$ cat config.mk
export PLATFORM = sky130hd
export DESIGN_NAME = cpu_core
export DESIGN_NICKNAME = d
export VERILOG_FILES = /design/src/logic/cpu_isa_pkg.sv /design/src/logic/cpu_ctrl_pkg.sv /design/src/logic/alu.sv /design/src/logic/reg_file.sv /design/src/logic/datapath.sv /design/src/logic/sequencer.sv /design/src/logic/cpu_core.sv
export SDC_FILE = /design/constraint.sdc
export NUM_CORES = 1
export LEC_CHECK = 0
export BUFFER_PORTS_ARGS = -buffer_cell sky130_fd_sc_hd__buf_4
export CAP_MARGIN = 20
export CORE_ASPECT_RATIO = 1.5
export CORE_MARGIN = 2
export CORE_UTILIZATION = 51
export DETAILED_ROUTE_END_ITERATION = 8
export GPL_ROUTABILITY_DRIVEN = 0
export GPL_TIMING_DRIVEN = 1
export PLACE_DENSITY = 0.68
export SLEW_MARGIN = 20
export SYNTH_ARGS = -nofsm -noshare
export SYNTH_HDL_FRONTEND = slang
export SYNTH_SLANG_ARGS = --single-unit
$ cat constraint.sdc
create_clock -name clock -period 11.2 [get_ports clock]
set_clock_uncertainty 0.05 [all_clocks]
set_input_delay 1.12 -clock clock [delete_from_list [all_inputs] [get_ports clock]]
set_output_delay 1.12 -clock clock [all_outputs]
set_load 0.1 [all_outputs]
$ cat src/logic/cpu_isa_pkg.sv
`default_nettype none

package cpu_isa_pkg;

    typedef logic [7:0]  byte_t;
    typedef logic [15:0] addr_t;
    typedef logic [2:0]  reg_idx_t;

    // Register numbers as coded in opcode fields
    localparam reg_idx_t reg_b   = 3'd0;
    localparam reg_idx_t reg_c   = 3'd1;
    localparam reg_idx_t reg_d   = 3'd2;
    localparam reg_idx_t reg_e   = 3'd3;
    localparam reg_idx_t reg_h   = 3'd4;
    localparam reg_idx_t reg_l   = 3'd5;
    localparam reg_idx_t reg_mem = 3'd6; // Memory at HL
    localparam reg_idx_t reg_a   = 3'd7;

    typedef enum logic [2:0] {
        alu_add, alu_adc, alu_sub, alu_sbc,
        alu_and, alu_xor, alu_or,  alu_cp
    } alu_op_t;

    typedef enum logic [1:0] {cond_nz, cond_z, cond_nc, cond_c} cond_t;

    typedef struct packed {
        logic z;
        logic n;
        logic h;
        logic c;
    } flags_t;

    localparam byte_t op_nop  = 8'h00;
    localparam byte_t op_halt = 8'h76;
    localparam byte_t op_jp   = 8'hC3;

    // Major groups in bits 7:6
    localparam logic [1:0] grp_misc = 2'b00; // NOP, LD r,n
    localparam logic [1:0] grp_ld   = 2'b01; // LD r,r' and HALT
    localparam logic [1:0] grp_alu  = 2'b10; // ALU A,r
    localparam logic [1:0] grp_ctl  = 2'b11; // ALU A,n and jumps

    localparam logic [2:0] sub_imm   = 3'b110; // Immediate byte follows
    localparam logic [2:0] sub_jp_cc = 3'b010; // Condition in bits 4:3

    localparam addr_t reset_pc = 16'h0000;

endpackage

`default_nettype wire

$ cat src/logic/cpu_ctrl_pkg.sv
`default_nettype none

package cpu_ctrl_pkg;

    typedef enum logic [3:0] {
        fetch,
        read_imm,
        read_lo,
        read_hi,
        execute,
        mem_read,
        mem_write,
        jump,
        halted
    } seq_state_t;

    typedef enum logic {addr_pc, addr_hl} addr_sel_t;

    typedef enum logic [1:0] {
        wr_bus,    // Read data from memory
        wr_imm,    // Immediate buffer
        wr_alu,    // ALU result into A
        wr_port_b  // Register move
    } wr_src_t;

    typedef struct packed {
        addr_sel_t addr_sel;
        wr_src_t   wr_src;
        logic      reg_wr;
        logic      flag_wr;
        logic      use_imm;   // ALU operand B from the immediate
        logic      imm_load;
        logic      addr_load;
        logic      pc_inc;
        logic      pc_load;
        logic      nread;     // Active low
        logic      nwrite;    // Active low
    } ctrl_t;

    // No bus cycle, nothing written
    localparam ctrl_t ctrl_idle = '{
        addr_sel:  addr_pc,
        wr_src:    wr_port_b,
        reg_wr:    1'b0,
        flag_wr:   1'b0,
        use_imm:   1'b0,
        imm_load:  1'b0,
        addr_load: 1'b0,
        pc_inc:    1'b0,
        pc_load:   1'b0,
        nread:     1'b1,
        nwrite:    1'b1
    };

endpackage

`default_nettype wire

$ cat src/logic/alu.sv
`timescale 1ns/1ps
`default_nettype none

module alu (
    input  cpu_isa_pkg::byte_t   a,
    input  cpu_isa_pkg::byte_t   b,
    input  logic                 carry_in,
    input  cpu_isa_pkg::alu_op_t op,
    output cpu_isa_pkg::byte_t   result,
    output cpu_isa_pkg::flags_t  flags_out
);

    logic       cin;
    logic [8:0] arith;  // Bit 8 is carry or borrow
    logic [4:0] half;

    always_comb
    begin
        cin       = carry_in && (op == cpu_isa_pkg::alu_adc || op == cpu_isa_pkg::alu_sbc);
        arith     = '0;
        half      = '0;
        result    = a;
        flags_out = '0;
        case (op)
            cpu_isa_pkg::alu_add, cpu_isa_pkg::alu_adc:
            begin
                arith       = {1'b0, a} + {1'b0, b} + {8'd0, cin};
                half        = {1'b0, a[3:0]} + {1'b0, b[3:0]} + {4'd0, cin};
                result      = arith[7:0];
                flags_out.c = arith[8];
                flags_out.h = half[4];
            end
            cpu_isa_pkg::alu_sub, cpu_isa_pkg::alu_sbc, cpu_isa_pkg::alu_cp:
            begin
                arith       = {1'b0, a} - {1'b0, b} - {8'd0, cin};
                half        = {1'b0, a[3:0]} - {1'b0, b[3:0]} - {4'd0, cin};
                result      = (op == cpu_isa_pkg::alu_cp) ? a : arith[7:0];
                flags_out.n = 1'b1;
                flags_out.c = arith[8];
                flags_out.h = half[4];
            end
            cpu_isa_pkg::alu_and:
            begin
                result      = a & b;
                flags_out.h = 1'b1;
            end
            cpu_isa_pkg::alu_xor: result = a ^ b;
            default:              result = a | b;
        endcase
        // CP leaves A alone, so Z comes from the difference
        if (op == cpu_isa_pkg::alu_cp)
            flags_out.z = (arith[7:0] == 8'd0);
        else
            flags_out.z = (result == 8'd0);
    end

endmodule

`default_nettype wire

$ cat src/logic/reg_file.sv
`timescale 1ns/1ps
`default_nettype none

module reg_file (
    input  logic                  clock,
    input  logic                  arst_n,
    input  cpu_isa_pkg::reg_idx_t rd_idx_a,
    input  cpu_isa_pkg::reg_idx_t rd_idx_b,
    input  cpu_isa_pkg::reg_idx_t wr_idx,
    input  logic                  wr_en,
    input  cpu_isa_pkg::byte_t    wr_data,
    output cpu_isa_pkg::byte_t    rd_a,
    output cpu_isa_pkg::byte_t    rd_b,
    output cpu_isa_pkg::addr_t    hl
);

    cpu_isa_pkg::byte_t regs [8]; // Slot six never written, reads zero

    always_ff @(posedge clock or negedge arst_n)
    begin
        if (!arst_n)
        begin
            for (int i = 0; i < 8; i++)
                regs[i] <= '0;
        end
        else if (wr_en && wr_idx != cpu_isa_pkg::reg_mem)
        begin
            regs[wr_idx] <= wr_data;
        end
    end

    assign rd_a = regs[rd_idx_a];
    assign rd_b = regs[rd_idx_b];
    assign hl   = {regs[cpu_isa_pkg::reg_h], regs[cpu_isa_pkg::reg_l]};

    // Decode must route (HL) destinations to a memory cycle instead
    a_no_mem_write: assert property (@(posedge clock) disable iff (!arst_n)
        wr_en |-> wr_idx != cpu_isa_pkg::reg_mem)
        else $error("reg_file write to index reg_mem");

endmodule

`default_nettype wire

$ cat src/logic/datapath.sv
`timescale 1ns/1ps
`default_nettype none

module datapath (
    input  logic                 clock,
    input  logic                 arst_n,
    input  cpu_ctrl_pkg::ctrl_t  ctrl,
    input  cpu_isa_pkg::byte_t   opcode,
    input  cpu_isa_pkg::byte_t   db_rdata,
    output cpu_isa_pkg::addr_t   db_address,
    output cpu_isa_pkg::byte_t   db_wdata,
    output cpu_isa_pkg::flags_t  flags
);

    cpu_isa_pkg::addr_t    pc;
    cpu_isa_pkg::addr_t    addr_buf;
    cpu_isa_pkg::byte_t    imm_buf;
    cpu_isa_pkg::addr_t    hl;
    cpu_isa_pkg::byte_t    rd_a;
    cpu_isa_pkg::byte_t    rd_b;
    cpu_isa_pkg::byte_t    alu_b;
    cpu_isa_pkg::byte_t    alu_result;
    cpu_isa_pkg::flags_t   alu_flags;
    cpu_isa_pkg::byte_t    wr_data;
    cpu_isa_pkg::reg_idx_t wr_idx;

    always_ff @(posedge clock or negedge arst_n)
    begin
        if (!arst_n)
        begin
            pc    <= cpu_isa_pkg::reset_pc;
            flags <= '0;
        end
        else
        begin
            if (ctrl.pc_load)
                pc <= addr_buf;
            else if (ctrl.pc_inc)
                pc <= pc + 16'd1;
            if (ctrl.flag_wr)
                flags <= alu_flags;
        end
    end

    always_ff @(posedge clock)
    begin
        if (ctrl.imm_load)
            imm_buf <= db_rdata;
        // Shift up, so the first operand byte lands in the high half
        if (ctrl.addr_load)
            addr_buf <= {addr_buf[7:0], db_rdata};
    end

    always_comb
    begin
        case (ctrl.wr_src)
            cpu_ctrl_pkg::wr_bus: wr_data = db_rdata;
            cpu_ctrl_pkg::wr_imm: wr_data = imm_buf;
            cpu_ctrl_pkg::wr_alu: wr_data = alu_result;
            default:              wr_data = rd_b;
        endcase
    end

    // ALU results always go to A
    assign wr_idx = (ctrl.wr_src == cpu_ctrl_pkg::wr_alu) ? cpu_isa_pkg::reg_a : opcode[5:3];
    assign alu_b  = ctrl.use_imm ? imm_buf : rd_b;

    assign db_address = (ctrl.addr_sel == cpu_ctrl_pkg::addr_hl) ? hl : pc;
    assign db_wdata   = rd_b;

    reg_file u_reg_file (
        .clock    (clock),
        .arst_n   (arst_n),
        .rd_idx_a (cpu_isa_pkg::reg_a),
        .rd_idx_b (opcode[2:0]),
        .wr_idx   (wr_idx),
        .wr_en    (ctrl.reg_wr),
        .wr_data  (wr_data),
        .rd_a     (rd_a),
        .rd_b     (rd_b),
        .hl       (hl)
    );

    alu u_alu (
        .a         (rd_a),
        .b         (alu_b),
        .carry_in  (flags.c),
        .op        (cpu_isa_pkg::alu_op_t'(opcode[5:3])),
        .result    (alu_result),
        .flags_out (alu_flags)
    );

    a_pc_one_source: assert property (@(posedge clock) disable iff (!arst_n)
        !(ctrl.pc_load && ctrl.pc_inc))
        else $error("pc_load and pc_inc in the same cycle");

endmodule

`default_nettype wire

$ cat src/logic/sequencer.sv
`timescale 1ns/1ps
`default_nettype none

module sequencer (
    input  logic                 clock,
    input  logic                 arst_n,
    input  cpu_isa_pkg::byte_t   db_rdata,
    input  cpu_isa_pkg::flags_t  flags,
    output cpu_ctrl_pkg::ctrl_t  ctrl,
    output cpu_isa_pkg::byte_t   opcode,
    output logic                 db_nread,
    output logic                 db_nwrite,
    output logic                 halted
);

    cpu_ctrl_pkg::seq_state_t state;
    cpu_ctrl_pkg::seq_state_t state_next;
    logic                     cond_met;
    logic                     jump_taken;
    logic                     imm_form;

    // Reset parks a NOP in execute, so one idle cycle precedes the first fetch
    always_ff @(posedge clock or negedge arst_n)
    begin
        if (!arst_n)
        begin
            state  <= cpu_ctrl_pkg::execute;
            opcode <= cpu_isa_pkg::op_nop;
        end
        else
        begin
            state <= state_next;
            if (state == cpu_ctrl_pkg::fetch)
                opcode <= db_rdata;
        end
    end

    always_comb
    begin
        cond_met = 1'b0;
        case (cpu_isa_pkg::cond_t'(opcode[4:3]))
            cpu_isa_pkg::cond_nz: cond_met = !flags.z;
            cpu_isa_pkg::cond_z:  cond_met = flags.z;
            cpu_isa_pkg::cond_nc: cond_met = !flags.c;
            default:              cond_met = flags.c;
        endcase
    end

    assign jump_taken = (opcode == cpu_isa_pkg::op_jp) || cond_met;
    assign imm_form   = (opcode[2:0] == cpu_isa_pkg::sub_imm);

    // Decode straight off the bus while the opcode is being fetched
    always_comb
    begin
        state_next = state;
        case (state)
            cpu_ctrl_pkg::fetch:
            begin
                state_next = cpu_ctrl_pkg::execute;
                if (db_rdata == cpu_isa_pkg::op_halt)
                    state_next = cpu_ctrl_pkg::halted;
                else if (db_rdata[7:6] == cpu_isa_pkg::grp_ld)
                begin
                    if (db_rdata[5:3] == cpu_isa_pkg::reg_mem)
                        state_next = cpu_ctrl_pkg::mem_write;
                    else if (db_rdata[2:0] == cpu_isa_pkg::reg_mem)
                        state_next = cpu_ctrl_pkg::mem_read;
                end
                else if (db_rdata[7:6] != cpu_isa_pkg::grp_alu)
                begin
                    if (db_rdata[2:0] == cpu_isa_pkg::sub_imm)
                        state_next = cpu_ctrl_pkg::read_imm;
                    else if (db_rdata == cpu_isa_pkg::op_jp
                             || (db_rdata[7:6] == cpu_isa_pkg::grp_ctl && !db_rdata[5]
                                 && db_rdata[2:0] == cpu_isa_pkg::sub_jp_cc))
                        state_next = cpu_ctrl_pkg::read_lo;
                end
            end
            cpu_ctrl_pkg::read_imm: state_next = cpu_ctrl_pkg::execute;
            cpu_ctrl_pkg::read_lo:  state_next = cpu_ctrl_pkg::read_hi;
            cpu_ctrl_pkg::read_hi:  state_next = cpu_ctrl_pkg::jump;
            cpu_ctrl_pkg::halted:   state_next = cpu_ctrl_pkg::halted;
            default:                state_next = cpu_ctrl_pkg::fetch;
        endcase
    end

    always_comb
    begin
        ctrl = cpu_ctrl_pkg::ctrl_idle;
        case (state)
            cpu_ctrl_pkg::fetch:
            begin
                ctrl.nread  = 1'b0;
                ctrl.pc_inc = 1'b1;
            end
            cpu_ctrl_pkg::read_imm:
            begin
                ctrl.nread    = 1'b0;
                ctrl.pc_inc   = 1'b1;
                ctrl.imm_load = 1'b1;
            end
            cpu_ctrl_pkg::read_lo, cpu_ctrl_pkg::read_hi:
            begin
                ctrl.nread     = 1'b0;
                ctrl.pc_inc    = 1'b1;
                ctrl.addr_load = 1'b1;
            end
            cpu_ctrl_pkg::execute:
            begin
                case (opcode[7:6])
                    cpu_isa_pkg::grp_misc:
                    begin
                        ctrl.wr_src = cpu_ctrl_pkg::wr_imm;
                        ctrl.reg_wr = imm_form && opcode[5:3] != cpu_isa_pkg::reg_mem;
                    end
                    cpu_isa_pkg::grp_ld: ctrl.reg_wr = 1'b1;
                    cpu_isa_pkg::grp_alu:
                    begin
                        ctrl.wr_src  = cpu_ctrl_pkg::wr_alu;
                        ctrl.reg_wr  = 1'b1;
                        ctrl.flag_wr = 1'b1;
                    end
                    default:
                    begin
                        ctrl.wr_src  = cpu_ctrl_pkg::wr_alu;
                        ctrl.use_imm = 1'b1;
                        ctrl.reg_wr  = imm_form;
                        ctrl.flag_wr = imm_form;
                    end
                endcase
            end
            cpu_ctrl_pkg::mem_read:
            begin
                ctrl.addr_sel = cpu_ctrl_pkg::addr_hl;
                ctrl.nread    = 1'b0;
                ctrl.wr_src   = cpu_ctrl_pkg::wr_bus;
                ctrl.reg_wr   = 1'b1;
            end
            cpu_ctrl_pkg::mem_write:
            begin
                ctrl.addr_sel = cpu_ctrl_pkg::addr_hl;
                ctrl.nwrite   = 1'b0;
            end
            cpu_ctrl_pkg::jump: ctrl.pc_load = jump_taken;
            default: ;
        endcase
    end

    assign db_nread  = ctrl.nread;
    assign db_nwrite = ctrl.nwrite;
    assign halted    = (state == cpu_ctrl_pkg::halted);

    a_one_strobe: assert property (@(posedge clock) disable iff (!arst_n)
        db_nread || db_nwrite)
        else $error("read and write strobes low together");

endmodule

`default_nettype wire

$ cat src/logic/cpu_core.sv
`timescale 1ns/1ps
`default_nettype none

module cpu_core (
    input  logic               clock,
    input  logic               arst_n,
    input  cpu_isa_pkg::byte_t db_rdata,
    output cpu_isa_pkg::addr_t db_address,
    output cpu_isa_pkg::byte_t db_wdata,
    output logic               db_nread,
    output logic               db_nwrite,
    output logic               halted
);

    cpu_ctrl_pkg::ctrl_t ctrl;
    cpu_isa_pkg::byte_t  opcode;
    cpu_isa_pkg::flags_t flags;

    sequencer u_sequencer (
        .clock     (clock),
        .arst_n    (arst_n),
        .db_rdata  (db_rdata),
        .flags     (flags),
        .ctrl      (ctrl),
        .opcode    (opcode),
        .db_nread  (db_nread),
        .db_nwrite (db_nwrite),
        .halted    (halted)
    );

    datapath u_datapath (
        .clock      (clock),
        .arst_n     (arst_n),
        .ctrl       (ctrl),
        .opcode     (opcode),
        .db_rdata   (db_rdata),
        .db_address (db_address),
        .db_wdata   (db_wdata),
        .flags      (flags)
    );

endmodule

`default_nettype wire

==> flow_summary.json <==
{
  "avgSynthCellArea_sq_um": 10.86,
  "dp_hpwl_um": 14290,
  "layout_setup_ws_ps": 6497,
  "crit_required_ps": 11500,
  "status": "complete, no violations",
  "portBuffers": 36,
  "wl_per_cell_um": 21.44,
  "grt_pass1_wl_um": 30600,
  "fin_area_sq_um": 8367,
  "max_freq_mhz": 212.6,
  "fp.dieH_um": 150.3,
  "drc": 0,
  "ys.flop_type": "dfrtp_1",
  "cts_setup_buffers": 0,
  "wl_met3_um": 851,
  "synth-async-reset-ratio_pct": 79.66,
  "nets": 750,
  "area_delta_synth_final_pct": 15.04,
  "maxSlewViolCount": 0,
  "die_area_sq_um": 15250,
  "finalSetupTns_ps": 0,
  "cp_data_arrival_time_ps": 5000,
  "antenna_found_initial": 0,
  "yosysWarnings": 0,
  "final_layout_size_suffix_gt1_share_pct": 26.93,
  "viasPerCell": 6.035,
  "synth-edff-count": 24,
  "synth.ff_latch_count": 118,
  "fin_crit_sh_pct": 41.99,
  "cts_made_buffers": 17,
  "cap_violations": 0,
  "syn_nets": 720,
  "vias": 5462,
  "rsz0062_at_grt": "no",
  "grt-ovfl-total": 0,
  "syn_area_sq_um": 7273,
  "core-area_sq_um": 13990,
  "ioPinCount": 37,
  "wirelength_um": 19400,
  "cts_hold_buf": 0,
  "min_period_ps": 4703,
  "clockBufferDepth": 2,
  "met2_length_um": 10240,
  "gr-usage-all-layers_pct": 26.95,
  "grt_max_degree": 62,
  "place_ws_ps": 6225,
  "crit_type": "flop to flop",
  "placed_area_sq_um": 7686,
  "grt_pass1_vias": 5596,
  "h-tree-depth": 4,
  "drt-initial-drc-count": 398,
  "wl_met1_um": 7452,
  "hp-class": "flop to flop",
  "clkSinkCount": 118,
  "routed.top_layer": "met4",
  "postSynthCellCount": 670,
  "clk_latency_ps": 410,
  "cp_max_fo": 20,
  "hold_viol": 0,
  "firstDrtPassIters": 5,
  "setup_viol": 0,
  "synth_cell_types": 70,
  "cts.clk_slew.worst_paths_ps": 60,
  "cp-start-kind": "flop",
  "max_slew.worst_pin.slew_ps": 1206,
  "rows": 53,
  "ctsResizeCount": 0,
  "cts_tree": "built",
  "diodes": 0,
  "start_util_pct": 51.98,
  "fp.dieW_um": 101.5,
  "ant_nets": 0,
  "crit_path_end_kind": "flop",
  "slew_headroom_pct": 19.04,
  "yosysSeqAreaShare_pct": 42.27,
  "clockRootBuffer": "clkbuf_16"
}
==> synth_stat cells (8+ instances only) <==
| master | n | area share [%] |
|---|---|---|
| xor2_1 | 16 | 1.9 |
| mux4_2 | 18 | 5.6 |
| buf_2 | 14 | 0.96 |
| o21ai_0 | 35 | 2.4 |
| nand2_1 | 83 | 4.3 |
| clkbuf_1 | 14 | 0.72 |
| dfrtp_1 | 93 | 32 |
| nor2_1 | 37 | 1.9 |
| nor3_1 | 8 | 0.55 |
| nand2b_1 | 8 | 0.69 |
| xnor2_1 | 8 | 0.96 |
| mux2_2 | 78 | 12 |
| edfxtp_1 | 24 | 9.9 |
| mux2i_1 | 13 | 1.8 |
| ha_1 | 36 | 6.2 |
| inv_1 | 40 | 2.1 |
| a21oi_1 | 26 | 1.8 |
==> cell usage in the layout (no fill, tap or decap), types with 16 or more instances in the layout <==
cell type,count
a21oi_1,26
buf_4,45
clkbuf_16,21
dfrtp_1,92
edfxtp_1,24
ha_1,36
inv_1,40
mux2_2,78
mux4_2,18
nand2_1,83
nor2_1,37
o21ai_0,35
xor2_1,16
==> kinds of logic after synthesis <==
family	after synthesis	share of synthesized area [%]
and+or+nand+nor	190	13.21
DFF	118	42.27
AOI/OAI and AO/OA	114	10.43
muxes	109	19.44
buffers and inverters	75	4.473
adders and majority gates	40	7.294
xor gates and xnor gates	24	2.890
==> layer usage <==
layer / global-route usage [%] / up-vias
li1: - / 2460
met2: 46.97 / 182
met1: 31.51 / 2776
met3: 4.596 / 44
met5: 0 / -
met4: 13.45 / 0
==> layout make-up <==
class	count	area [sq um]
clock inverter	9	126.4
fill	1120	5625
tap	192	240.2
clock buffer	23	553.0
inverter	41	153.9
timing repair buffer	45	337.8
multi-input combinational	477	3880
sequential	118	3075
==> metrics by stage <==
step / utilization (%) / hold WS, ps / instances
after floorplan: - / 373.9 / 670
after global placement: 54.93 / 310.3 / 873
after detailed placement: 54.93 / 312.5 / 873
after CTS: 59.79 / 326.4 / 905
after global routing: 59.80 / 340.1 / 905
final: 59.80 / 326.1 / 905
==> critical path, cell delays in order, from the launching register on <==
cell      delay (ps)
dfrtp_2          760
mux4_2           570
mux2i_1          280
nand2_1           90
o21ai_0          220
inv_1            170
fa_1             450
inv_1             80
fa_1             400
nor2b_1          140
a211oi_1         230
a221oi_1          80
a21oi_1          230
a222oi_1         130
a21oi_1          490
mux2_2           260
==> registers in the layout, indices dropped and copies added (netlist names) <==
signal and flops:
u_datapath.addr_buf 16, u_datapath.u_reg_file.regs 48, u_datapath.pc 16, u_sequencer.state 4, u_datapath.imm_buf 8, u_sequencer.opcode 8
u_datapath.u_reg_file.hl 16, u_datapath.flags 2
==> path summary, 6_finish.rpt <==
path | start | endpoint | slack [ps] | cells past startpoint
max reg2reg | u_sequencer.opcode[0]$_DFFE_PN0P_ | u_datapath.u_reg_file.hl[9]$_DFFE_PN0P_ | 6500 | 15
max in group asynchronous | arst_n | u_sequencer.opcode[0]$_DFFE_PN0P_ | 9320 | 2
min reg2reg | u_datapath.u_reg_file.regs[8]$_DFFE_PN0P_ | u_datapath.u_reg_file.regs[8]$_DFFE_PN0P_ | 330 | 0
min in group asynchronous | arst_n | u_datapath.pc[12]$_DFFE_PN0P_ | 590 | 1
max | u_sequencer.opcode[0]$_DFFE_PN0P_ | u_datapath.u_reg_file.hl[9]$_DFFE_PN0P_ | 6500 | 15
min | u_datapath.u_reg_file.regs[8]$_DFFE_PN0P_ | u_datapath.u_reg_file.regs[8]$_DFFE_PN0P_ | 330 | 0
Power is left out: the tool's default activity adds up to more than one toggle a clock period on the data nets, which glitch-free logic cannot reach.
